===== src/design/soc_periph_pkg.sv =====
package soc_periph_pkg;

    // read layout of the port word from bit 6 down to bit 0
    typedef struct packed {
        logic con;
        logic psh;
        logic tra;
        logic trb;
        logic bak;
        logic scl;
        logic sda;
    } port_in_t;

    // written bits 2:0 where a drive of 1 releases the line
    typedef struct packed {
        logic led;
        logic scl_drive;
        logic sda_drive;
    } port_out_t;

    localparam int TIMER_IRQ = 3;

endpackage


===== src/design/io_ports.sv =====
`timescale 1ns/1ns

module io_ports (
    input  logic        clk,
    input  logic        rst_n,
    input  logic        port_sel,
    input  logic [3:0]  wstrb,
    input  logic [31:0] wdata,
    input  logic        con_button,
    input  logic        psh_button,
    input  logic        tra,
    input  logic        trb,
    input  logic        bak_button,
    input  logic        scl_in,
    input  logic        sda_in,
    output logic [31:0] port_rdata,
    output logic        led,
    output logic        scl_drive,
    output logic        sda_drive
);

    soc_periph_pkg::port_in_t  in_q;
    soc_periph_pkg::port_out_t out_q;

    // pins sampled every cycle
    always_ff @(posedge clk) begin
        in_q <= {con_button, psh_button, tra, trb, bak_button, scl_in, sda_in};
        if (port_sel) begin
            port_rdata <= {25'b0, in_q};
        end
    end

    always_ff @(posedge clk) begin
        if (!rst_n) begin
            // led on, both i2c lines released
            out_q <= 3'b111;
        end else if (port_sel && wstrb[0]) begin
            out_q <= wdata[2:0];
        end
    end

    assign led       = out_q.led;
    assign scl_drive = out_q.scl_drive;
    assign sda_drive = out_q.sda_drive;

endmodule


===== config.mk =====
export PLATFORM = sky130hd
export DESIGN_NAME = io_ports
export DESIGN_NICKNAME = d
export VERILOG_FILES = /design/src/design/soc_periph_pkg.sv /design/src/design/io_ports.sv
export SDC_FILE = /design/constraint.sdc
export NUM_CORES = 1
export LEC_CHECK = 0
export BUFFER_PORTS_ARGS = -buffer_cell sky130_fd_sc_hd__buf_2
export CAP_MARGIN = 20
export CORE_MARGIN = 2
export CORE_UTILIZATION = 28
export CTS_CLUSTER_DIAMETER = 40
export CTS_CLUSTER_SIZE = 40
export DETAILED_ROUTE_END_ITERATION = 8
export GPL_ROUTABILITY_DRIVEN = 0
export HOLD_SLACK_MARGIN = 0.02
export PLACE_DENSITY = 0.81
export SYNTH_ARGS = -nofsm -noshare
export SYNTH_HDL_FRONTEND = slang
export SYNTH_SLANG_ARGS = --single-unit
export TNS_END_PERCENT = 100

===== constraint.sdc =====
create_clock -name clk -period 0.8 [get_ports clk]
set_input_delay 0.12 -clock clk [delete_from_list [all_inputs] [get_ports clk]]
set_output_delay 0.12 -clock clk [all_outputs]
set_load 0.03 [all_outputs]

==> impl_metrics.toml <==
[synthesis]
synth_top_family_by_area = "buffers and inverters"
synth_xor_area_frac = 0
synth_fa_ha_area_frac = 0
ys_warn_count = 0
synth-simple-area-share = 0.03605
synth_compound_area_frac = 0.03416
syn-mean-instance-area_um2 = 12.44
ys_ff_latch = 17
ys_types = 8
yosysSeqAreaShare = 0.6224
synthCells = 53
synth_area_um2 = 659.4
muxShareOfSynthArea = 0

[power]
power.density_nw_per_um2 = 2006
ir_drop_v = 0.001026
p_leak_nw = 0.4313

[setup_path]
slowest_delay_ps = 400
cp_cell_sequence = "buf_6"
slowest_stage = "edfxtp_1"
worstPathMaxFanout = 1
cp-start-kind = "flip-flop"
cp.arrival_ps = 830
path_buf_inv = 1
critical_path_required_ps = 680
path_class = "flip-flop to output port"
crit_family = "flip-flops"
setup.worst_path.end_class = "output port"

[grt]
grt_pass1_wl_um = 1483
gr-total-overflow = 0
antenna_found_initial = 0
grt_max_degree = 12
grt_pass1_vias = 381
grt_use_total = 0.07808

[die]
die_area_um2 = 2759
num_rows = 17
start_util = 0.2981
top_level_ports = 81
die_h_um = 52.53
fp.coreArea_um2 = 2212
die_w_um = 52.53

[sta]
drv_slew = 0
fin_crit_sh = 1.193
setup_tns_ps = -1226
rsz0062_at_grt = "yes"
fin_crit_ps = 954.0
whs_ps = 50.94
clock.fmax_ghz = 1.048
setup_viol = 10
final.setup.worst_slack_ps = -154.0
fin_skew_ps = 0.3201
final-hold-violation-count = 0

[clocking]
clkLatencyLatePin_ps = 280
cts_tree = "yes"
clockRootBuffer = "clkbuf_4"
path_clk_slew_ps = 90
cts_made_buffers = 3
htreeDepth = 1
cts_sinks = 17
clockBufferDepth = 2

[run]
maxCapViolations = 0

[status]
outcome = "finished with violations"
violations = "setup timing"

[route]
num_vias = 399
wirelength_um = 972
ant_nets = 0
drt_iter0_markers = 2
routedWlPerCell_um = 8.452
via_per_inst = 3.470
dr.pass1.iters = 3
drc_errors = 0

[finish]
fin_nets = 134
diodes = 0
drive_above_1_share = 0.3678
final_common_cell = "conb_1"
syn_to_final_growth_pct = 33.97
layout_common_cells = "conb_1, buf_2, buf_6"

[placement]
portBuffers = 23
dpl.hpwl_um = 703

[min_path]
hp-class = "primary input to flip-flop"
final timing paths:
path / slack, ps / from / to / cells after the start
setup reg to reg: 110 / led / led / 3
hold / removal: 50 / rst_n / led / 2
setup / recovery: -150 / port_rdata[5] / port_rdata[5] / 1
hold reg to reg: 410 / in_q[2] / port_rdata[2] / 0
cells in the mapped netlist (all sizes together):
library cell	n	area, um^2
buf	25	187.7
dfxtp	10	200.2
edfxtp	7	210.2
inv	3	11.26
nand3	3	15.01
o211ai	3	22.52
and2	1	8.760
conb	1	3.750
where the power goes:
part,total (mW),internal (mW),switching (mW)
clock,0.433,0.186,0.247
combinational,0.365,0.110,0.255
sequential,0.974,0.955,0.0197
cells by family (layout without fill, tap and decap cells):
group / after synthesis / in the layout
and+or+nand+nor: 4 / 4
DFF: 17 / 17
buffers and inverters: 28 / 38
other: 1 / 25
AOI/OAI and AO/OA: 3 / 3
final cells by class:
type | count | area, um^2
timing repair buffer | 31 | 255.2
sequential | 17 | 414.1
tap | 28 | 35.03
inverter | 3 | 11.26
clock buffer | 3 | 22.52
fill | 216 | 1329
clock inverter | 1 | 5.005
multi-input combinational | 32 | 140.1
repair_timing:
| item | CTS | global route |
|---|---|---|
| hold buffers | 7 | 0 |
| buffers inserted | 1 | 0 |
| endpoints found under the hold margin | 7 | 0 |
| gates cloned | 0 | 0 |
| setup endpoints to repair | 10 | 10 |
| resized for setup | 23 | 0 |
layer usage:
layer / wire, um / part of all wire / global-route usage / vias up
li1: - / - / - / 188
met1: 302 / 0.31 / 0.06440 / 178
met2: 576 / 0.59 / 0.1521 / 29
met3: 67 / 0.069 / 0.008571 / 4
met4: 25 / 0.026 / 0.07692 / 0
met5: 0 / 0 / 0 / -
through the flow:
stage	cell area (um^2)	util	std cells	setup WS, ps	total power, mW
floorplan	749.5	-	77	24.00	1.308
global placement	711.9	0.3218	103	74.72	1.280
detailed placement	711.9	0.3218	103	42.11	1.286
CTS	883.3	0.3993	115	-172.2	1.787
global route	883.3	0.3993	115	-213.9	1.861
finish	883.3	0.3993	115	-154.0	1.772
state kept, by name, indices dropped and copies added, names as in the netlist:
| name | count |
|---|---|
| scl_drive | 1 |
| in_q | 7 |
| sda_drive | 1 |
| port_rdata | 7 |
| led | 1 |
No activity file was read; power rests on OpenSTA's default activity.
