### src/design/soc_cfg.svh
`ifndef SOC_CFG_SVH
`define SOC_CFG_SVH

// rom depth as log2 of 32-bit words
`define SOC_ROM_BITS 8

// ram depth as log2 of 32-bit words
`define SOC_RAM_BITS 8

// timer width so it wraps every 2**bits cycles
`define SOC_TIMER_BITS 10

// lowest bit of the region selector
`define SOC_SEL_BIT 30

`endif

### src/design/soc_bus_pkg.sv
`include "soc_cfg.svh"

package soc_bus_pkg;

    // region from the top address bits
    typedef enum logic [31-`SOC_SEL_BIT:0] {
        REGION_ROM      = 0,
        REGION_RAM      = 1,
        REGION_UNMAPPED = 2,
        REGION_PORTS    = 3
    } region_t;

    // same word seen as a plain address or as decode fields
    typedef union packed {
        logic [31:0] raw;
        struct packed {
            region_t                 region;
            logic [`SOC_SEL_BIT-3:0] word;
            logic [1:0]              offset;
        } f;
    } bus_addr_t;

    localparam logic MASTER_CORE   = 1'b0;
    localparam logic MASTER_LOADER = 1'b1;

endpackage

### src/design/bus_arbiter.sv
`timescale 1ns/1ns

module bus_arbiter (
    input  logic        clk,
    input  logic        rst_n,
    input  logic        core_valid,
    input  logic [31:0] core_addr,
    input  logic [31:0] core_wdata,
    input  logic [3:0]  core_wstrb,
    input  logic        ldr_valid,
    input  logic [31:0] ldr_addr,
    input  logic [31:0] ldr_wdata,
    input  logic [3:0]  ldr_wstrb,
    input  logic        done,
    input  logic [31:0] rdata,
    output logic        core_ready,
    output logic [31:0] core_rdata,
    output logic        ldr_ready,
    output logic [31:0] ldr_rdata,
    output logic        bus_valid,
    output logic [31:0] bus_addr,
    output logic [31:0] bus_wdata,
    output logic [3:0]  bus_wstrb,
    output logic        bus_from_loader
);

    logic busy;
    logic grant;

    always_ff @(posedge clk) begin
        if (!rst_n) begin
            busy      <= 1'b0;
            grant     <= soc_bus_pkg::MASTER_CORE;
            bus_valid <= 1'b0;
        end else if (!busy) begin
            // loader wins a tie
            if (ldr_valid) begin
                busy      <= 1'b1;
                grant     <= soc_bus_pkg::MASTER_LOADER;
                bus_valid <= 1'b1;
            end else if (core_valid) begin
                busy      <= 1'b1;
                grant     <= soc_bus_pkg::MASTER_CORE;
                bus_valid <= 1'b1;
            end
        end else begin
            bus_valid <= 1'b0;
            // hold grant until the router finishes
            if (done) begin
                busy <= 1'b0;
            end
        end
    end

    // request latch onto the shared bus
    always_ff @(posedge clk) begin
        if (!busy) begin
            bus_addr  <= ldr_valid ? ldr_addr  : core_addr;
            bus_wdata <= ldr_valid ? ldr_wdata : core_wdata;
            bus_wstrb <= ldr_valid ? ldr_wstrb : core_wstrb;
        end
    end

    assign bus_from_loader = (grant == soc_bus_pkg::MASTER_LOADER);

    assign ldr_ready  = busy && done && (grant == soc_bus_pkg::MASTER_LOADER);
    assign core_ready = busy && done && (grant == soc_bus_pkg::MASTER_CORE);
    assign ldr_rdata  = (grant == soc_bus_pkg::MASTER_LOADER) ? rdata : 32'h0;
    assign core_rdata = (grant == soc_bus_pkg::MASTER_CORE) ? rdata : 32'h0;

endmodule

### config.mk
export PLATFORM = sky130hd
export DESIGN_NAME = bus_arbiter
export DESIGN_NICKNAME = d
export VERILOG_FILES = /design/src/design/soc_bus_pkg.sv /design/src/design/bus_arbiter.sv
export VERILOG_INCLUDE_DIRS = /design/src /design/src/design
export SDC_FILE = /design/constraint.sdc
export NUM_CORES = 1
export LEC_CHECK = 0
export BUFFER_PORTS_ARGS = -buffer_cell sky130_fd_sc_hd__clkbuf_2
export CAP_MARGIN = 20
export CORE_MARGIN = 3
export CORE_UTILIZATION = 25
export CTS_CLUSTER_DIAMETER = 100
export DETAILED_ROUTE_END_ITERATION = 8
export GPL_ROUTABILITY_DRIVEN = 0
export SYNTH_ARGS = -nofsm -noshare
export SYNTH_HDL_FRONTEND = slang
export SYNTH_SLANG_ARGS = --single-unit
export TNS_END_PERCENT = 10
### constraint.sdc
create_clock -name clk -period 3.4 [get_ports clk]
set_input_delay 0.51 -clock clk [delete_from_list [all_inputs] [get_ports clk]]
set_output_delay 0.51 -clock clk [all_outputs]
set_load 0.05 [all_outputs]
==> metrics.md <==
| Metric | Value |
|---|---|
| Status | finished clean |
| TNS Setup | 0 ns |
| CP Data Required Time | 2.89 ns |
| Area of the core | 13300 um^2 |
| 1st-pass router iterations | 4 |
| TritonCTS buffer count | 9 |
| Worst Hold Launch | core_valid |
| Worst Path Buf+Inv | 2 |
| LEAKAGE | 0.00261 uW |
| Clock sinks | 71 |
| Post-synth top area share | 59.2% |
| CP startpoint kind | flop |
| Nets@finish | 708 |
| Fin Hold WS | 0.460 ns |
| Fin Clk Skew | 0.00660 ns |
| Initial DRC count | 60 |
| Power Total | 2780 uW |
| Final setup fails | 0 |
| Die Area | 15200 um^2 |
| Syn nets | 401 |
| Fillers | 1314 |
| Worst slew margin | 45.1% |
| Drt drc | 0 |
| CTS max path bufs | 2 |
| CTS Hold Bufs | 0 |
| CP endpoint kind | output pin |
| CP Data Arrival Time | 1.57 ns |
| Seq/Total Area, Yosys | 61.0% |
| Vias per cell | 4.22 |
| R2r startpoint | busy |
| Hold Path Depth | 2 |
| First-pass GRT wire length | 15.5 mm |
| Post-CTS sizing | 0 |
| Syn avg cell area | 15.1 um^2 |
| Die Span Y | 123 um |
| Final count of hold timing violations | 0 |
| Layout cells sized above 1 | 72.2% |
| Worst hold endpoint | busy |
| Cell count after synthesis | 228 |
| Ports | 309 |
| Area of the mapped netlist | 3450 um^2 |
| Clk Latency, worst-skew pair | 0.33 ns |
| Fin crit period | 2.08 ns |
| Register bit total from synthesis | 71 |
| Slew Limit Fails | 0 |
| Capture point of the worst reg-to-reg path | bus_addr[9] |
| Yosys warns | 0 |
| TritonCTS clock tree | built |
| Fmax | 0.481 GHz |
| Vias in the first global route | 3025 |
| Die width | 123 um |
| Final WL | 11.0 mm |
| Library cells used by synthesis | 15 |
| Flop-to-flop setup slack | 1.83 ns |
| Max Cap Viol | 0 |
| RSZ-0062 raised after global routing | no |
| Synth area leaders | edfxtp_1, mux2_2, nor2b_1 |
| # H-tree levels | 3 |
| Initial antenna violation count | 0 |
| PwrDens | 517 nW/um^2 |
| Leading cell type in the layout, fill and taps excluded | clkbuf_2 |
| Critical path peak fanout | 66 |
| Commonest cells after routing, fill and taps aside | clkbuf_2, mux2_2, edfxtp_1, nor2b_1, and2_1 |
| Final core utilization | 40.3% |
| Setup CP Type | flop to output pin |
| Clock slew at reported path FFs | 0.05 ns |
| Tcrit/Tclk final | 61.2% |
| CP max-delay cell | buf_4 |
| N_diodes | 0 |
| CP delay by family, top | buffers and inverters |
| Leading area contributor after synthesis | edfxtp_1 |
| Post-route ant nets | 0 |
| Post-CTS setup buffers | 0 |
| Post-DP HPWL | 9.02 mm |
| Remaining global-route overflow | 0 |
| Std-Cell Rows | 42 |
| Starting density of the core | 25.8% |
| Port buffer count | 308 |
| Avg WL per Cell | 15.4 um |
| Total GRT Usage | 13.6% |
| Largest net degree at the start of global routing | 67 |
| Peak per-stage delay on the critical path | 0.43 ns |
| Worst VDD drop | 0.227 mV |
| Cells on worst reg2reg path | 2 |
| Cells along the critical path | buf_4 > and2_1 > clkbuf_2 |
| Hold/Removal Path Class | primary input to flop |
| Measured slew at the worst slew-check pin | 0.823 ns |
| Clock Root Buffer | clkbuf_16 |
| Vias | 3014 |
| Synthesis-to-layout area growth | 56.2% |
-- where the power goes --
group	internal, uW	switching (uW)
sequential	1060	23.9
clock	483	332
combinational	241	643
-- synthesized netlist by cell type --
library cell  instances
buf_2                 3
o21ai_0               1
nor2b_1              33
buf_6                 8
dfxtp_1               3
and3_1                1
mux2_2               68
nand2_1               2
nor2_1                1
o311a_1               2
inv_1                 1
nand3b_1              1
clkbuf_1              4
edfxtp_1             68
and2_1               32
-- area by class of cell --
class,count,area [um^2],area share (%)
clock buffer,12,236,4.39
clock inverter,3,11.3,0.209
inverter,1,3.75,0.0697
multi-input combinational,141,1220,22.7
sequential,71,2100,39.0
tap,176,220,4.09
timing repair buffer,311,1590,29.5
-- per-layer routing --
layer | up-vias | share of wire, % | GRT usage [%]
met5 | - | 0 | 0
met4 | 0 | 1.6 | 5.81
met3 | 13 | 14 | 6.36
met2 | 181 | 53 | 24.9
met1 | 1385 | 32 | 13.0
li1 | 1435 | - | -
-- kinds of logic (layout without fill, tap and decap cells) --
logic type             Yosys count  after routing  share of synthesized area (%)
AO/OA/AOI/OAI                    3              3                          0.726
flip-flops                      71             71                           61.0
AND/OR/NAND/NOR                 70             70                           12.5
multiplexers                    68             68                           22.2
buffers and inverters           16            327                           3.59
-- registers in the layout (all words and copies together), names as in the netlist --
signal and cells:
bus_valid 1, bus_wstrb 4, bus_addr 32, bus_wdata 32, busy 1, bus_from_loader 1
-- how the worst max path moves through the flow --
| stage | slack [ns] | cells after the start | endpoint | startpoint |
|---|---|---|---|---|
| after floorplan | 1.29 | 3 | core_rdata[10] | bus_from_loader |
| after global placement | 1.33 | 3 | bus_wdata[13] | ldr_valid |
| after detailed placement | 1.26 | 3 | bus_wdata[19] | ldr_valid |
| after CTS | 1.28 | 3 | ldr_rdata[14] | bus_from_loader |
| after global routing | 1.18 | 3 | ldr_rdata[14] | bus_from_loader |
| final | 1.32 | 3 | ldr_rdata[6] | bus_from_loader |
-- metrics by stage --
step	instances	worst slack [ns]	area, um^2
floorplan	228	1.29	3450
global placement	700	1.33	5140
finish	715	1.32	5390
CTS	715	1.28	5390
detailed placement	700	1.26	5140
global route	715	1.18	5390
Power figures use the tool's default switching activity.
