==> src/design/soc_cfg.svh <==
`ifndef SOC_CFG_SVH
`define SOC_CFG_SVH

// rom depth as log2 of 32-bit words
`define SOC_ROM_BITS 8

// ram depth as log2 of 32-bit words
`define SOC_RAM_BITS 8

// timer width so it wraps every 2**bits cycles
`define SOC_TIMER_BITS 10

// lowest bit of the region selector
`define SOC_SEL_BIT 30

`endif

==> src/design/irq_timer.sv <==
`timescale 1ns/1ns

`include "soc_cfg.svh"

module irq_timer (
    input  logic clk,
    input  logic rst_n,
    input  logic eoi,
    output logic irq
);

    logic [`SOC_TIMER_BITS-1:0] count;
    logic                       wrap_q;

    always_ff @(posedge clk) begin
        if (!rst_n) begin
            count  <= '0;
            wrap_q <= 1'b0;
            irq    <= 1'b0;
        end else begin
            count  <= count + 1'b1;
            // high for the cycle where count reads zero after a wrap
            wrap_q <= (count == {`SOC_TIMER_BITS{1'b1}});
            // a new wrap wins over eoi
            if (wrap_q) begin
                irq <= 1'b1;
            end else if (eoi) begin
                irq <= 1'b0;
            end
        end
    end

endmodule

==> config.mk <==
export PLATFORM = sky130hd
export DESIGN_NAME = irq_timer
export DESIGN_NICKNAME = d
export VERILOG_FILES = /design/src/design/irq_timer.sv
export VERILOG_INCLUDE_DIRS = /design/src /design/src/design
export SDC_FILE = /design/constraint.sdc
export NUM_CORES = 1
export LEC_CHECK = 0
export ABC_AREA = 1
export BUFFER_PORTS_ARGS = -buffer_cell sky130_fd_sc_hd__buf_2
export CAP_MARGIN = 5
export CORE_MARGIN = 1.5
export CORE_UTILIZATION = 35
export DETAILED_ROUTE_END_ITERATION = 12
export GPL_ROUTABILITY_DRIVEN = 0
export HOLD_SLACK_MARGIN = 0.1
export PLACE_DENSITY = 0.6
export SETUP_SLACK_MARGIN = 0.4
export SLEW_MARGIN = 20
export SYNTH_ARGS = -nofsm -noshare
export SYNTH_HDL_FRONTEND = slang
export SYNTH_SLANG_ARGS = --single-unit
==> constraint.sdc <==
create_clock -name clk -period 2.62 [get_ports clk]
set_input_delay 0.524 -clock clk [delete_from_list [all_inputs] [get_ports clk]]
set_output_delay 0.524 -clock clk [all_outputs]
set_load 0.05 [all_outputs]
==> implementation parameters, run 1 <==
Parameter                              Value

Setup path
  Sort of element at the start of the critical path ... register
  Reg-to-Reg End ... count[6]
  Number of buffers and inverters on the critical path ... 1
  Required time reported for the critical path endpoint ... approximately 2100 ps
  Maximum single-stage delay on the critical path ... between 300 and 400 ps
  Cells along the critical path ... buf_2
  Data arrival time of the worst path ... ~850 ps
  Critical setup path kind ... reg2out
  R2r worst-path depth ... 6
  Worst Setup End Kind ... output pin
  Register-to-register setup slack ... 1470 ps
  Reg-to-reg critical path startpoint ... count[0]
  Cell class contributing the biggest share of worst-path delay ... flip-flops
  Worst-path fanout max ... 2
  Master of the slowest instance on the critical path ... dfxtp_1

Min path
  Worst hold path cell count ... 2
  Worst hold path startpoint ... wrap_q
  End point of the worst hold path ... irq
  Path class of the lowest-slack min-delay path ... reg2reg

Synth
  Sequential cell area fraction in the yosys report ... 0.497
  Unique masters post-synth ... 12
  Mapped Cells ... 64
  Average instance area after synthesis ... around 7.5 um^2
  FF+latch count, synth ... 12
  Synthesized netlist net count ... 68
  Mapped cell area ... 483 um^2
  Synth warn ... 0

Clocking
  CTS Hold Bufs ... 0
  Clock Tree Buf Depth ... 2
  Clk sinks ... 12
  CTS tree ... done
  Resize count post-CTS ... 0
  Root buf cell ... clkbuf_4
  Clock buffers created by TritonCTS ... 3
  Number of buffers added for setup after CTS ... 0
  CTS clock-pin slew for the worst setup and hold paths ... 80 ps
  Total number of H-tree levels ... 1
  Clock latency of the later-clocked register in the worst-skew pair ... 270 ps

Pwr
  Total power ... about 0.35 mW
  Leakage power figure ... approximately 0.23 nW
  Maximum VDD drop ... approximately 360 uV
  Power per cell area ... between 600 and 700 nW/um^2

Global route
  Pin count of the biggest net entering global routing ... 11
  Initial antenna violation count ... 0
  Vias in the first global route ... 308
  Global-route wire length before repair ... ~1100 um
  Overflow left after global routing ... 0
  Overall global routing resource usage ... 0.113

Placement
  Cell Count Post-Placement ... 81
  HPWL after DPL ... 542 um
  Count of buffers from port buffering ... 3

Drt
  Routed len/inst ... a little under 9 um
  Total vias in the final route ... ~370
  First-iteration detailed-routing DRC count ... 9
  Post-detailed-route via-to-cell ratio ... ~4.4
  Count of antenna-violating nets left after detailed routing ... 0
  Detailed-router iteration count before antenna repair ... 2
  Count of unresolved DRC violations after routing ... 0
  Final wirelength ... 739 um

Final layout
  Share of layout cells above drive strength 1 ... 0.143
  Most frequent cells in the layout ... nand2_1, nor2_1, dfxtp_1
  Count of placed standard cells in the final layout, fillers left out ... 85
  Core utilization of the finished layout ... 0.421
  Most common cell after layout, fill and taps aside ... nand2_1
  Layout overhead on the synthesized area ... 13.5%
  Nets ... 75
  Antenna Cells ... 0

Timing
  Fin Clk Skew ... 6.25 ps
  Part of the cycle the worst path needs ... 0.524
  Max-slew headroom at the worst pin ... 0.837
  Fin crit period ... around 1400 ps
  RSZ-0062 raised after global routing ... no
  Transition time at the pin with the least slew margin ... around 250 ps
  Total Negative Setup Slacks ... 0 ps
  Slew Viols, Final ... 0
  Hold violation total from the final report ... 0
  Fmax ... 728 MHz
  Final number of setup-violating endpoints ... 0

Outcome
  Status ... finished clean

Floorplanning
  Floorplan core area ... about 1300 um^2
  Chip width ... between 40 and 50 um
  Rows ... 13
  Initial Utilization ... 0.371
  Number of I/O pins ... 4
  Die Y-Extent ... between 40 and 50 um
  Total Die Area ... ~1600 um^2

Job
  Maxcap violations ... 0
[per-stage QoR]
step / instance area [um^2] / setup WS [ps] / hold slack (ps)
3_3_place_gp: 512 / 1520 / 425
2_1_floorplan: 483 / 1490 / 413
3_5_place_dp: 512 / 1490 / 438
6_report: 548 / 1250 / 450
4_1_cts: 548 / 1230 / 457
5_1_grt: 548 / 1190 / 472
[final cells by class]
type / instances / area (um^2)
clock buffers: 4 / 36.3
fillers: 140 / 753
inverters: 7 / 26.3
multi-input cells: 44 / 211
flip-flops and latches: 12 / 240
well taps: 15 / 18.8
repair buffers: 3 / 15.0
[worst reg2reg max path, stage by stage, from the launching register on]
cell and delay, ps:
dfxtp_1 380, ha_1 220, nand3_2 110, nor2_1 180, nand2_1 70, nand2_1 60
nor2_1 40
[report_power, final]
part           leakage [nW]  switching [mW]  total [mW]  internal (mW)
Clock                0.0210          0.0585       0.143         0.0844
Combinational         0.111         0.00734      0.0131        0.00577
Sequential           0.0973         0.00369       0.190          0.186
[routing by layer]
layer | vias up | part of all wire | global-route usage | wire length, um
li1 | 211 | - | - | -
met1 | 155 | 0.53 | 0.127 | 388
met2 | 5 | 0.42 | 0.169 | 309
met3 | 0 | 0.054 | 0.0833 | 40
met4 | 0 | 0 | 0.0259 | 0
met5 | - | 0 | 0 | 0
[how the worst max path moves through the flow]
stage / start / end / slack, ps / cells after the start
detailed placement: count[0] / count[6] / 1490 / 6
global route: irq / irq / 1190 / 1
CTS: irq / irq / 1230 / 1
floorplan: irq / irq / 1490 / 0
finish: irq / irq / 1250 / 1
global placement: count[0] / count[6] / 1520 / 6
[logic make-up (layout without fill, tap and decap cells)]
group                      after synthesis  after routing  synth area share
AOI/OAI and AO/OA                        8              8            0.0829
buffers and inverters                    8             14            0.0648
xor gates and xnor gates                 1              1            0.0181
DFF                                     12             12             0.497
and+or+nand+nor                         34             34             0.311
adders and majority gates                1              1            0.0259
[synth_stat cells]
cell | count | area (um^2)
buf_2 | 1 | 5.00
nand3_2 | 2 | 20.0
o21ai_0 | 2 | 10.0
nand3_1 | 2 | 10.0
ha_1 | 1 | 12.5
nand2_1 | 15 | 56.3
nor2_4 | 1 | 11.3
inv_1 | 7 | 26.3
a21oi_1 | 6 | 30.0
xnor2_1 | 1 | 8.76
nor2_1 | 14 | 52.6
dfxtp_1 | 12 | 240
[state kept, by name (all words and copies together) (netlist names)]
signal  count
count      10
wrap_q      1
irq         1
Power figures use the tool's default switching activity.
==> inputs of run 2 (changes only) <==
==> constraint.sdc (replaced) <==
create_clock -name clk -period 1.3 [get_ports clk]
set_input_delay 0.26 -clock clk [delete_from_list [all_inputs] [get_ports clk]]
set_output_delay 0.26 -clock clk [all_outputs]
set_load 0.05 [all_outputs]
==> run 2 against run 1 <==
  * Critical path depth is the same
  * First-iteration DRC count decreased by 89%
  * Clock skew fell by 4.4 ps
  * Count of clock-buffer cells in the layout unchanged
  * Critical endpoint unchanged
  * Largest cell class is now multi-input combinational cells
==> implementation parameters, run 2 (synthesis gave the netlist of run 1 again) <==
Parameter                              Value

Pwr
  Leakage power figure ... 0.248 nW
  Combinational group share of total power ... 0.047
  Proportion of power drawn by the clock network ... 0.416
  Sw frac ... 0.219
  Power per cell area ... between 1000 and 1500 nW/um^2
  Int Power ... between 0.5 and 0.6 mW
  Power share of the sequential group ... 0.538
  Maximum VDD drop ... 495 uV
  Switching power ... around 0.16 mW

Floorplanning
  Number of I/O pins ... 4
  Initial Utilization ... 0.371
  Floorplan core area ... roughly 1300 um^2
  Total Die Area ... 1610 um^2
  Rows ... 13
  Chip width ... 40.1 um
  Die Y-Extent ... roughly 40 um

Setup path
  Data arrival time of the worst path ... roughly 760 ps
  Worst-path fanout max ... 2
  Worst Setup End Kind ... output pin
  Master of the slowest instance on the critical path ... dfxtp_2
  Maximum single-stage delay on the critical path ... 340 ps
  Critical setup path kind ... reg2out
  Sort of element at the start of the critical path ... register
  Reg-to-Reg End ... count[8]
  Required time reported for the critical path endpoint ... 1040 ps
  Cells along the critical path ... buf_8
  Number of buffers and inverters on the critical path ... 1
  Register-to-register setup slack ... slightly above 300 ps
  R2r worst-path depth ... 6
  Reg-to-reg critical path startpoint ... count[1]
  Cell class contributing the biggest share of worst-path delay ... flip-flops

Timing
  Part of the cycle the worst path needs ... 0.783
  Slew Viols, Final ... 0
  Hold violation total from the final report ... 0
  Fin crit period ... a little over 1000 ps
  Fmax ... between 900 and 1000 MHz
  Max-slew headroom at the worst pin ... 0.882
  Final number of setup-violating endpoints ... 0
  Fin Clk Skew ... ~1.9 ps
  Post-route worst hold slack ... around 270 ps
  Total Negative Setup Slacks ... 0 ps
  Transition time at the pin with the least slew margin ... 177 ps
  RSZ-0062 raised after global routing ... yes

Clocking
  Clock Tree Buf Depth ... 2
  Clock latency of the later-clocked register in the worst-skew pair ... 270 ps
  Root buf cell ... clkbuf_4
  CTS tree ... done
  Total number of H-tree levels ... 1
  Clk sinks ... 12
  CTS Hold Bufs ... 0
  Clock buffers created by TritonCTS ... 3
  CTS clock-pin slew for the worst setup and hold paths ... 70 ps

Drt
  Routed len/inst ... between 9 and 10 um
  Detailed-router iteration count before antenna repair ... 2
  Post-detailed-route via-to-cell ratio ... around 4.6
  Final wirelength ... slightly above 800 um
  Count of antenna-violating nets left after detailed routing ... 0
  Total vias in the final route ... between 400 and 500
  First-iteration detailed-routing DRC count ... 1
  Count of unresolved DRC violations after routing ... 0

Final layout
  Nets ... 77
  Count of placed standard cells in the final layout, fillers left out ... 87
  Share of layout cells above drive strength 1 ... 0.375
  Antenna Cells ... 0
  Largest registers ... count: 10 flops, irq: 1 flops, wrap_q: 1 flops
  Layout overhead on the synthesized area ... 33.9%
  Number of flip-flops under the largest register name ... 10
  Most frequent cells in the layout ... nand2_1, nor2_1, inv_1
  Register containing the most flip-flops in the final layout ... count
  Most common cell after layout, fill and taps aside ... nand2_1

Job
  Maxcap violations ... 0

Global route
  Initial antenna violation count ... 0
  Vias in the first global route ... between 300 and 400
  Global-route wire length before repair ... 1440 um
  Pin count of the biggest net entering global routing ... 11
  Overflow left after global routing ... 0
  Overall global routing resource usage ... 0.144

Min path
  End point of the worst hold path ... irq
  Worst hold path cell count ... 4
  Worst hold path startpoint ... eoi
  Path class of the lowest-slack min-delay path ... in2reg

Placement
  Cell Count Post-Placement ... just over 80
  Count of buffers from port buffering ... 3
  HPWL after DPL ... approximately 550 um

Outcome
  Status ... finished clean
run 2: worst max-delay path by stage:
stage                     startpoint       end  slack [ps]  depth (start not counted)
after floorplan             count[0]  count[6]         380                          6
after global placement      count[0]  count[8]         340                          6
after detailed placement    count[0]  count[6]         330                          6
after CTS                        irq       irq         270                          1
after global routing        count[0]  count[8]         230                          6
final                            irq       irq         280                          1
run 2: power groups by stage:
stage | sequential, mW | clock (mW) | combinational, mW
2_1_floorplan | 0.395 | 0 | 0.0247
3_3_place_gp | 0.396 | 0 | 0.0296
3_5_place_dp | 0.396 | 0 | 0.0309
4_1_cts | 0.388 | 0.307 | 0.0342
5_1_grt | 0.387 | 0.329 | 0.0380
6_report | 0.386 | 0.298 | 0.0334
run 2: worst register-to-register path: stages (launching register included):
cell and delay (ps):
dfxtp_2 380, ha_4 150, nand3_4 90, nor2_1 100
nand2_1 70, nand2_1 60, nor2_1 40
run 2: metrics by stage:
step	cell area [um^2]	util	worst slack, ps	total power, mW
after floorplan	514	-	382	0.420
after global placement	543	0.417	339	0.425
after detailed placement	543	0.417	328	0.427
after CTS	634	0.488	267	0.729
after global routing	647	0.497	229	0.754
final	647	0.497	282	0.718
run 2: what timing repair did:
item                       4_1_cts  5_1_grt
setup buffers                    2        0
setup endpoints to repair        8       10
resized for setup               13        6
pin swaps                        5        2
run 2: metal layers:
metal	vias to the layer above	routed length (um)	GRT usage
li1	215	-	-
met1	177	385	0.160
met2	5	392	0.226
met3	4	24	0.0500
met4	0	20	0.103
met5	-	0	0
run 2: layout make-up:
type	instances	area [um^2]
clock buffer	4	36.3
fill	136	654
inverter	7	26.3
multi-input combinational	44	264
sequential	12	258
tap	15	18.8
timing repair buffer	5	43.8
