$ cat src/design/soc_cfg.svh
`ifndef SOC_CFG_SVH
`define SOC_CFG_SVH

// rom depth as log2 of 32-bit words
`define SOC_ROM_BITS 8

// ram depth as log2 of 32-bit words
`define SOC_RAM_BITS 8

// timer width so it wraps every 2**bits cycles
`define SOC_TIMER_BITS 10

// lowest bit of the region selector
`define SOC_SEL_BIT 30

`endif

$ cat src/design/soc_bus_pkg.sv
`include "soc_cfg.svh"

package soc_bus_pkg;

    // region from the top address bits
    typedef enum logic [31-`SOC_SEL_BIT:0] {
        REGION_ROM      = 0,
        REGION_RAM      = 1,
        REGION_UNMAPPED = 2,
        REGION_PORTS    = 3
    } region_t;

    // same word seen as a plain address or as decode fields
    typedef union packed {
        logic [31:0] raw;
        struct packed {
            region_t                 region;
            logic [`SOC_SEL_BIT-3:0] word;
            logic [1:0]              offset;
        } f;
    } bus_addr_t;

    localparam logic MASTER_CORE   = 1'b0;
    localparam logic MASTER_LOADER = 1'b1;

endpackage

$ cat src/design/addr_router.sv
`timescale 1ns/1ns

module addr_router (
    input  logic                  clk,
    input  logic                  rst_n,
    input  logic                  bus_valid,
    input  soc_bus_pkg::bus_addr_t bus_addr,
    input  logic [3:0]            bus_wstrb,
    input  logic                  bus_from_loader,
    input  logic [31:0]           rom_rdata,
    input  logic [31:0]           ram_rdata,
    input  logic [31:0]           port_rdata,
    output logic                  rom_sel,
    output logic [3:0]            rom_wstrb,
    output logic                  ram_sel,
    output logic                  port_sel,
    output logic                  done,
    output logic [31:0]           rdata,
    output logic                  fault
);

    logic rom_q;
    logic ram_q;
    logic port_q;
    logic unmap_q;
    logic unmap_sel;

    assign rom_sel   = bus_valid && (bus_addr.f.region == soc_bus_pkg::REGION_ROM);
    assign ram_sel   = bus_valid && (bus_addr.f.region == soc_bus_pkg::REGION_RAM);
    assign port_sel  = bus_valid && (bus_addr.f.region == soc_bus_pkg::REGION_PORTS);
    assign unmap_sel = bus_valid && (bus_addr.f.region == soc_bus_pkg::REGION_UNMAPPED);

    // rom is write protected against the core
    assign rom_wstrb = bus_from_loader ? bus_wstrb : 4'b0000;

    always_ff @(posedge clk) begin
        if (!rst_n) begin
            rom_q   <= 1'b0;
            ram_q   <= 1'b0;
            port_q  <= 1'b0;
            unmap_q <= 1'b0;
            done    <= 1'b0;
            fault   <= 1'b0;
        end else begin
            rom_q   <= rom_sel;
            ram_q   <= ram_sel;
            port_q  <= port_sel;
            unmap_q <= unmap_sel;
            done    <= rom_q || ram_q || port_q || unmap_q;
            fault   <= unmap_q;
        end
    end

    // targets answer one cycle after the select
    always_ff @(posedge clk) begin
        if (rom_q)       rdata <= rom_rdata;
        else if (ram_q)  rdata <= ram_rdata;
        else if (port_q) rdata <= port_rdata;
        else             rdata <= 32'h0;
    end

endmodule

$ cat config.mk
export PLATFORM = sky130hd
export DESIGN_NAME = addr_router
export DESIGN_NICKNAME = d
export VERILOG_FILES = /design/src/design/soc_bus_pkg.sv /design/src/design/addr_router.sv
export VERILOG_INCLUDE_DIRS = /design/src /design/src/design
export SDC_FILE = /design/constraint.sdc
export NUM_CORES = 1
export LEC_CHECK = 0
export BUFFER_PORTS_ARGS = -buffer_cell sky130_fd_sc_hd__buf_2
export CORE_MARGIN = 1.5
export CORE_UTILIZATION = 35
export CTS_CLUSTER_SIZE = 30
export DETAILED_ROUTE_END_ITERATION = 10
export HOLD_SLACK_MARGIN = 0.06
export PLACE_DENSITY_LB_ADDON = 0.1
export SETUP_SLACK_MARGIN = 0.15
export SLEW_MARGIN = 20
export SYNTH_ARGS = -nofsm -noshare
export SYNTH_HDL_FRONTEND = slang
export SYNTH_SLANG_ARGS = --single-unit
$ cat constraint.sdc
create_clock -name clk -period 1.55 [get_ports clk]
set_clock_uncertainty 0.2 [all_clocks]
set_input_delay 0.2325 -clock clk [delete_from_list [all_inputs] [get_ports clk]]
set_output_delay 0.2325 -clock clk [all_outputs]
set_load 0.005 [all_outputs]
==> metrics.cfg, run 1 <==
[synthesis]
ys.flop_type = dfxtp_1
synthArstFlopShare = 0
synth_area_mm2 = 0.00174
synth_edf_count = 0
synth_fp_nets = 337
synth_cell_types = 16
synthesis.instances = 201
synth-seq-cells = 38
synth_area_per_cell_um2 = 8.64
ys_seq_area_frac = 0.438
synth_warnings = 0

[clock_network]
postCtsSetupBuffers = 0
cts_max_level = 2
clockBufferDepth = 2
ctsResizeCount = 0
cts_sinks = 38
root_buffer = clkbuf_8
cts_buffers = 5
holdBufCountCts = 101

[place]
port_buffers = 146
dpl.hpwl_mm = 3.37
place_congestion = 0.744

[outcome]
stop_stage = 4_1_cts
error = [ERROR RSZ-0060] Max buffer count reached.
status = stopped before the end

[die]
die_y_um = 73.4
fp.dieW_um = 73.4
ios = 177
start_util = 0.365
std_cell_rows = 25

-- Yosys cell counts, types with 2 or more instances --
library cell | instances | area share
nand3b_1 | 32 | 0.14
a21oi_1 | 64 | 0.18
nor2b_1 | 32 | 0.12
nand2_1 | 2 | 0.0043
buf_6 | 5 | 0.032
buf_4 | 2 | 0.0086
nor2_1 | 4 | 0.0086
and2_1 | 5 | 0.018
dfxtp_1 | 38 | 0.44
nor3_1 | 2 | 0.0058
buf_2 | 9 | 0.026
clkbuf_1 | 2 | 0.0043
-- metrics by stage --
step | setup WS (ns) | utilization | std cells | cell area (um^2)
after detailed placement | 0.367 | 0.522 | 403 | 2480
after floorplan | 0.421 | - | 201 | 1740
after global placement | 0.381 | 0.522 | 403 | 2480
-- cell families after synthesis --
logic type,count (synthesis),synth area share
compound gates,65,0.191
flops,38,0.438
simple gates,79,0.298
buf+inv,19,0.0735
==> inputs of run 2 (changes only) <==
--- a/config.mk
+++ b/config.mk
@@ -8,12 +8,9 @@
 export LEC_CHECK = 0
 export BUFFER_PORTS_ARGS = -buffer_cell sky130_fd_sc_hd__buf_2
 export CORE_MARGIN = 1.5
-export CORE_UTILIZATION = 35
-export CTS_CLUSTER_SIZE = 30
+export CORE_UTILIZATION = 25
 export DETAILED_ROUTE_END_ITERATION = 10
-export HOLD_SLACK_MARGIN = 0.06
-export PLACE_DENSITY_LB_ADDON = 0.1
-export SETUP_SLACK_MARGIN = 0.15
+export PLACE_DENSITY_LB_ADDON = 0.15
 export SLEW_MARGIN = 20
 export SYNTH_ARGS = -nofsm -noshare
 export SYNTH_HDL_FRONTEND = slang
==> run 2 against run 1 <==
Effect of this change:
- the flow now finishes without violations
- synthesized cell count did not move
- area after synthesis stayed put
==> metrics.cfg, run 2 <==
[power_and_ir_drop]
pwr-share-clk = 0.305
power_uw = 2080
power.switching_uw = 482
sw_frac_of_total = 0.231
internal-power_uw = 1600
combPwrFrac = 0.195
vdd_drop_max_v = 0.000268
powerDensity_mw_per_mm2 = 675
seqPwrFrac = 0.500
leakage_uw = 0.00145

[final_layout]
largest_reg_flops = 32
final-seq-area_um2 = 763
fillers = 683
drive_gt1_frac = 0.408
multi_input_area_um2 = 848
num_antenna_cells = 0
layout_commonest_cell = buf_2
nNetsFinal = 526
largest-register = rdata
final_cell_mix = 146 x buf_2, 64 x a21oi_1, 48 x dlygate4sd3_1, 36 x dfxtp_1
syn2layout_area_growth_pct = 77.7

[die]
fp.dieW_um = 86.3
die_y_um = 86.3
std_cell_rows = 30
die_area_mm2 = 0.00746
start_util = 0.257
ios = 177
core_mm2 = 0.00676

[synthesis]
netlist.area_leader.share = 0.438
synth_area_mm2 = 0.00174
synth_area_per_cell_um2 = 8.64
synth_fp_nets = 337
synth_cell_types = 16
yosysTopAreaCell = dfxtp_1
ys.flop_type = dfxtp_1
synth-seq-cells = 38
synth_warnings = 0
ys_seq_area_frac = 0.438
synth_area_leaders = dfxtp_1 44%, a21oi_1 18%, nand3b_1 14%, nor2b_1 12%, buf_6 3.2%
synthArstFlopShare = 0
synth_edf_count = 0
netlist_top_cells_count = 64 x a21oi_1, 38 x dfxtp_1, 32 x nand3b_1, 32 x nor2b_1, 9 x buf_2
synthesis.instances = 201
yosysMostFrequentCell = a21oi_1

[clock_network]
cts_sinks = 38
ctsResizeCount = 0
holdBufCountCts = 48
clk_latency_ns = 0.28
clockBufferDepth = 2
cts_tree = yes
cts_buffers = 5
cts.clk_slew.worst_paths_ns = 0.07
root_buffer = clkbuf_8
cts_max_level = 2
postCtsSetupBuffers = 0

[place]
dpl.hpwl_mm = 3.61
place_congestion = 0.712
port_buffers = 146

[sta]
slew_headroom = 0.839
finalSetupTns_ns = 0
finalCritPeriodShare = 0.816
worst_slew_pin_slew_ns = 0.242
rsz0062_at_grt = no
final_hold_viol_count = 0
setup_viol = 0
period_minus_slack_ns = 1.26
max_freq_mhz = 791
final_max_slew_viol_count = 0
hold_slack_ns = 0.00654

[detailed_routing]
viasPerCell = 4.43
drc = 0
routedWlPerCell_um = 11.6
routed_wl_mm = 5.46
drt_iter0_drc = 43
postRouteAntennaNets = 0
dr.pass1.iters = 4
vias = 2083

[setup_path]
path_cells = buf_4 > a21oi_1 > a21oi_1
startpoint_type = flop
end_kind = flop
slowest_stage = dfxtp_2
critPathMaxFanout = 23
cp_common_cell = a21oi_1
worst_ep_arrival_time_ns = 1.28
regToRegStartpoint = ram_q$_SDFF_PN0_
crit_required_ns = 1.57
critPathMaxStageDelay_ns = 0.44
path_buf_inv = 1
r2r_slack_ns = 0.29
worstSetupPathType = flop to flop
crit_family = flip-flops
crit_start = ram_q$_SDFF_PN0_

[global_routing]
grt_first_pass_wirelength_mm = 8.56
overflow = 0
track_usage = 0.144
antenna_found_initial = 0
grt_max_degree = 35
grt_pass1_vias = 1903

[outcome]
status = completed

[hold_path]
hp-start = rom_rdata[3]
hold_path.class = input port to flop

[run]
maxCapViolations = 0

==> run 2: cell counts after synthesis <==
No cell type changed its count.
==> run 2: area by class of cell <==
type	instances	share of cell area
clock buffer	7	0.0247
inverter	1	0.00122
multi-input combinational	144	0.275
sequential	38	0.247
tap	80	0.0324
timing repair buffer	200	0.419
==> run 2: worst paths after layout <==
path,depth (start not counted),to
worst max register to register,3,rdata[20]$_DFF_P_
worst max-delay path,3,rdata[20]$_DFF_P_
worst min-delay path,3,rdata[3]$_DFF_P_
worst min register to register,1,done$_SDFF_PN0_
==> run 2: tightest hold or removal path, delay by kind of cell <==
kind                   cells  cell delay (ns)
AO/OA/AOI/OAI              1             0.11
buffers and inverters      1             0.08
AND/OR/NAND/NOR            1             0.03
==> run 2: power by group through the flow <==
stage	clock, uW	sequential (uW)	combinational [uW]
finish	635	1040	407
global route	709	1050	450
CTS	674	1040	405
detailed placement	0	1060	312
global placement	0	1060	310
floorplan	0	1070	105
==> run 2: layer usage <==
metal	routed length, um	part of all wire	track usage	up-vias
li1	-	-	-	1066
met1	2280	0.42	0.165	916
met2	2670	0.49	0.258	90
met3	387	0.071	0.0314	11
met4	124	0.023	0.0601	0
met5	0	0	0	-
==> run 2: per-stage QoR <==
step,setup WS [ns],util,cells,cell area (um^2)
finish,0.285,0.457,470,3090
global route,0.225,0.457,470,3090
CTS,0.317,0.457,470,3090
detailed placement,0.322,0.374,415,2530
global placement,0.313,0.374,415,2530
floorplan,0.421,-,201,1740
==> run 2: kinds of logic after synthesis <==
family / count (synthesis) / share of synthesized area
compound gates: 65 / 0.191
simple gates: 79 / 0.298
buf+inv: 19 / 0.0735
flops: 38 / 0.438
Power figures use the tool's default switching activity.
==> inputs of run 3 (changes only) <==
--- a/config.mk
+++ b/config.mk
@@ -6,6 +6,7 @@
 export SDC_FILE = /design/constraint.sdc
 export NUM_CORES = 1
 export LEC_CHECK = 0
+export ABC_AREA = 1
 export BUFFER_PORTS_ARGS = -buffer_cell sky130_fd_sc_hd__buf_2
 export CORE_MARGIN = 1.5
 export CORE_UTILIZATION = 25
==> constraint.sdc (replaced) <==
create_clock -name clk -period 1.13 [get_ports clk]
set_clock_uncertainty 0.2 [all_clocks]
set_input_delay 0.1695 -clock clk [delete_from_list [all_inputs] [get_ports clk]]
set_output_delay 0.1695 -clock clk [all_outputs]
set_load 0.005 [all_outputs]
==> run 3 against run 2 <==
Effect of this change:
- the flow now finishes with violations (negative setup slack)
- first-iteration DRC count increased by 91%
- cell count rose by 31%
- power grew 45%
==> metrics.cfg, run 3 <==
[outcome]
status = finished, violations left
violations = negative setup slack

[detailed_routing]
met3_length_um = 478
postRouteAntennaNets = 0
routed_wl_mm = 6.69
dr.pass1.iters = 4
wl_met2_mm = 3.39
routedWlPerCell_um = 10.9
vias = 2487
drt-met1-wl_mm = 2.74
viasPerCell = 4.04
highest_layer = met4
drc = 0
drt_iter0_drc = 82

[final_layout]
multi_input_area_um2 = 971
nNetsFinal = 657
largest-register = rdata
largest_reg_flops = 32
layout_commonest_cell = buf_2
final-seq-area_um2 = 774
final_core_util = 0.528
syn2layout_area_growth_pct = 99.8
final_cell_mix = 146 x buf_2, 119 x nor2_1, 99 x nand2_1, 67 x dlygate4sd3_1, 33 x dfxtp_1
num_antenna_cells = 0
fillers = 717
post-route-cell-area_mm2 = 0.00364
drive_gt1_frac = 0.362

[place]
port_buffers = 146
dpl.hpwl_mm = 3.83
placed_area_mm2 = 0.00265
place_congestion = 0.715
dp_slack_ns = -0.0112

[setup_path]
startpoint_type = flop
critPathMaxFanout = 15
end_kind = flop
reg2reg_depth = 5
crit_required_ns = 1.14
worst_ep_arrival_time_ns = 1.14
worstSetupPathType = flop to flop

[sta]
rsz0062_at_grt = yes
setup_viol = 1
final_hold_viol_count = 0
final_max_slew_viol_count = 0
slew_headroom = 0.893
max_freq_mhz = 884
worst_slack_ns = -0.00180
worst_slew_pin_slew_ns = 0.160
finalCritPeriodShare = 1.00
period_minus_slack_ns = 1.13

[die]
start_util = 0.264
die_area_mm2 = 0.00782
core_mm2 = 0.00691
die_y_um = 88.4
fp.dieW_um = 88.4
std_cell_rows = 30
ios = 177

[clock_network]
cts.clk_slew.worst_paths_ns = 0.07
cts_tree = yes
clockBufferDepth = 2
cts_buffers = 5
cts_max_level = 2
cts_sinks = 38
clk_latency_ns = 0.28
root_buffer = clkbuf_8

[synthesis]
yosysTopAreaCell = dfxtp_1
synth_top_family_by_area = simple AND/OR/NAND/NOR gates
synth_compound_area_frac = 0.00274
ys.flop_type = dfxtp_1
netlist.area_leader.share = 0.417
synth_edf_count = 0
synthArstFlopShare = 0
synthMuxAreaShare = 0
synth_fp_nets = 441
synth_area_per_cell_um2 = 5.98
yosys.area_share.adder = 0
synthesis.instances = 305
synth_warnings = 0
synth-simple-area-share = 0.497
synth_area_mm2 = 0.00182
synthXorXnorAreaFrac = 0
synth_area_leaders = dfxtp_1 42%, nor2_1 27%, nand2_1 21%, buf_4 2.5%, buf_2 2.2%
netlist_top_cells_count = 133 x nor2_1, 103 x nand2_1, 38 x dfxtp_1
ys_seq_area_frac = 0.417
yosysMostFrequentCell = nor2_1
synth_cell_types = 10
synth-seq-cells = 38

[global_routing]
antenna_found_initial = 0
grt_pass1_vias = 2456
track_usage = 0.171
overflow = 0
grt_first_pass_wirelength_mm = 10.4
grt_max_degree = 35

[run]
maxCapViolations = 0

[power_and_ir_drop]
vdd_drop_max_v = 0.000369
leakage_uw = 0.00208
powerDensity_mw_per_mm2 = 831

[hold_path]
hold_path_depth = 5
hold_path.class = input port to flop

run 3: changes by cell type after synthesis, sizes merged, moves of 2 or more:
cell,before,now
a21oi,64,1
nor3,2,4
inv,1,9
nand2,2,103
clkbuf,2,0
nor2b,32,0
nor2,4,133
nand3b,32,0
and2,5,0
run 3: layer usage:
metal	track usage	up-vias
li1	-	1327
met1	0.169	1061
met2	0.343	93
met3	0.0504	6
met4	0.0483	0
met5	0	-
run 3: logic make-up after synthesis:
| group | after synthesis |
|---|---|
| flip-flops | 38 |
| AO/OA/AOI/OAI | 1 |
| AND/OR/NAND/NOR | 240 |
| buffers and inverters | 26 |
run 3: cell type report:
| class | count | area share |
|---|---|---|
| repair buffers | 226 | 0.453 |
| multi-input cells | 241 | 0.266 |
| flip-flops and latches | 38 | 0.212 |
| well taps | 96 | 0.0330 |
| clock buffers | 6 | 0.0227 |
| inverters | 9 | 0.0127 |
run 3: final timing paths:
| path | startpoint | slack (ns) | end |
|---|---|---|---|
| setup / recovery | rom_q$_SDFF_PN0_ | -0.002 | rdata[31]$_DFF_P_ |
| hold / removal | port_rdata[0] | 0.02 | rdata[0]$_DFF_P_ |
| setup reg to reg | rom_q$_SDFF_PN0_ | -0.002 | rdata[31]$_DFF_P_ |
| hold reg to reg | unmap_q$_SDFF_PN0_ | 0.23 | fault$_SDFF_PN0_ |
run 3: where the power goes:
part | total (uW) | switching, uW | internal (uW)
clock network | 915 | 444 | 471
registers | 1420 | 19.5 | 1400
logic | 690 | 261 | 429
run 3: metrics by stage:
step                hold slack (ns)  std cells   TNS, ns  total power, uW
global placement              0.174        536         0             1900
finish                       0.0206        616  -0.00180             3030
floorplan                    0.0488        305         0             1630
CTS                         0.00789        614    -0.100             3050
global route                 0.0377        616    -0.795             3210
detailed placement            0.175        536   -0.0363             1910
run 3: worst max-delay path, stage by stage, from the launching register on:
cell,delay [ns]
dfxtp_4,0.38
clkinv_8,0.09
buf_12,0.16
nand2_1,0.06
nor2_1,0.04
nor2_1,0.12
run 3: what timing repair did:
item                       in CTS  in global routing
setup endpoints to repair      11                 36
resized for setup               4                 40
buffers inserted                0                  0
gates cloned                    2                  2
hold endpoints to repair       38                  0
pin swaps                       0                  6
hold buffers                   70                  0
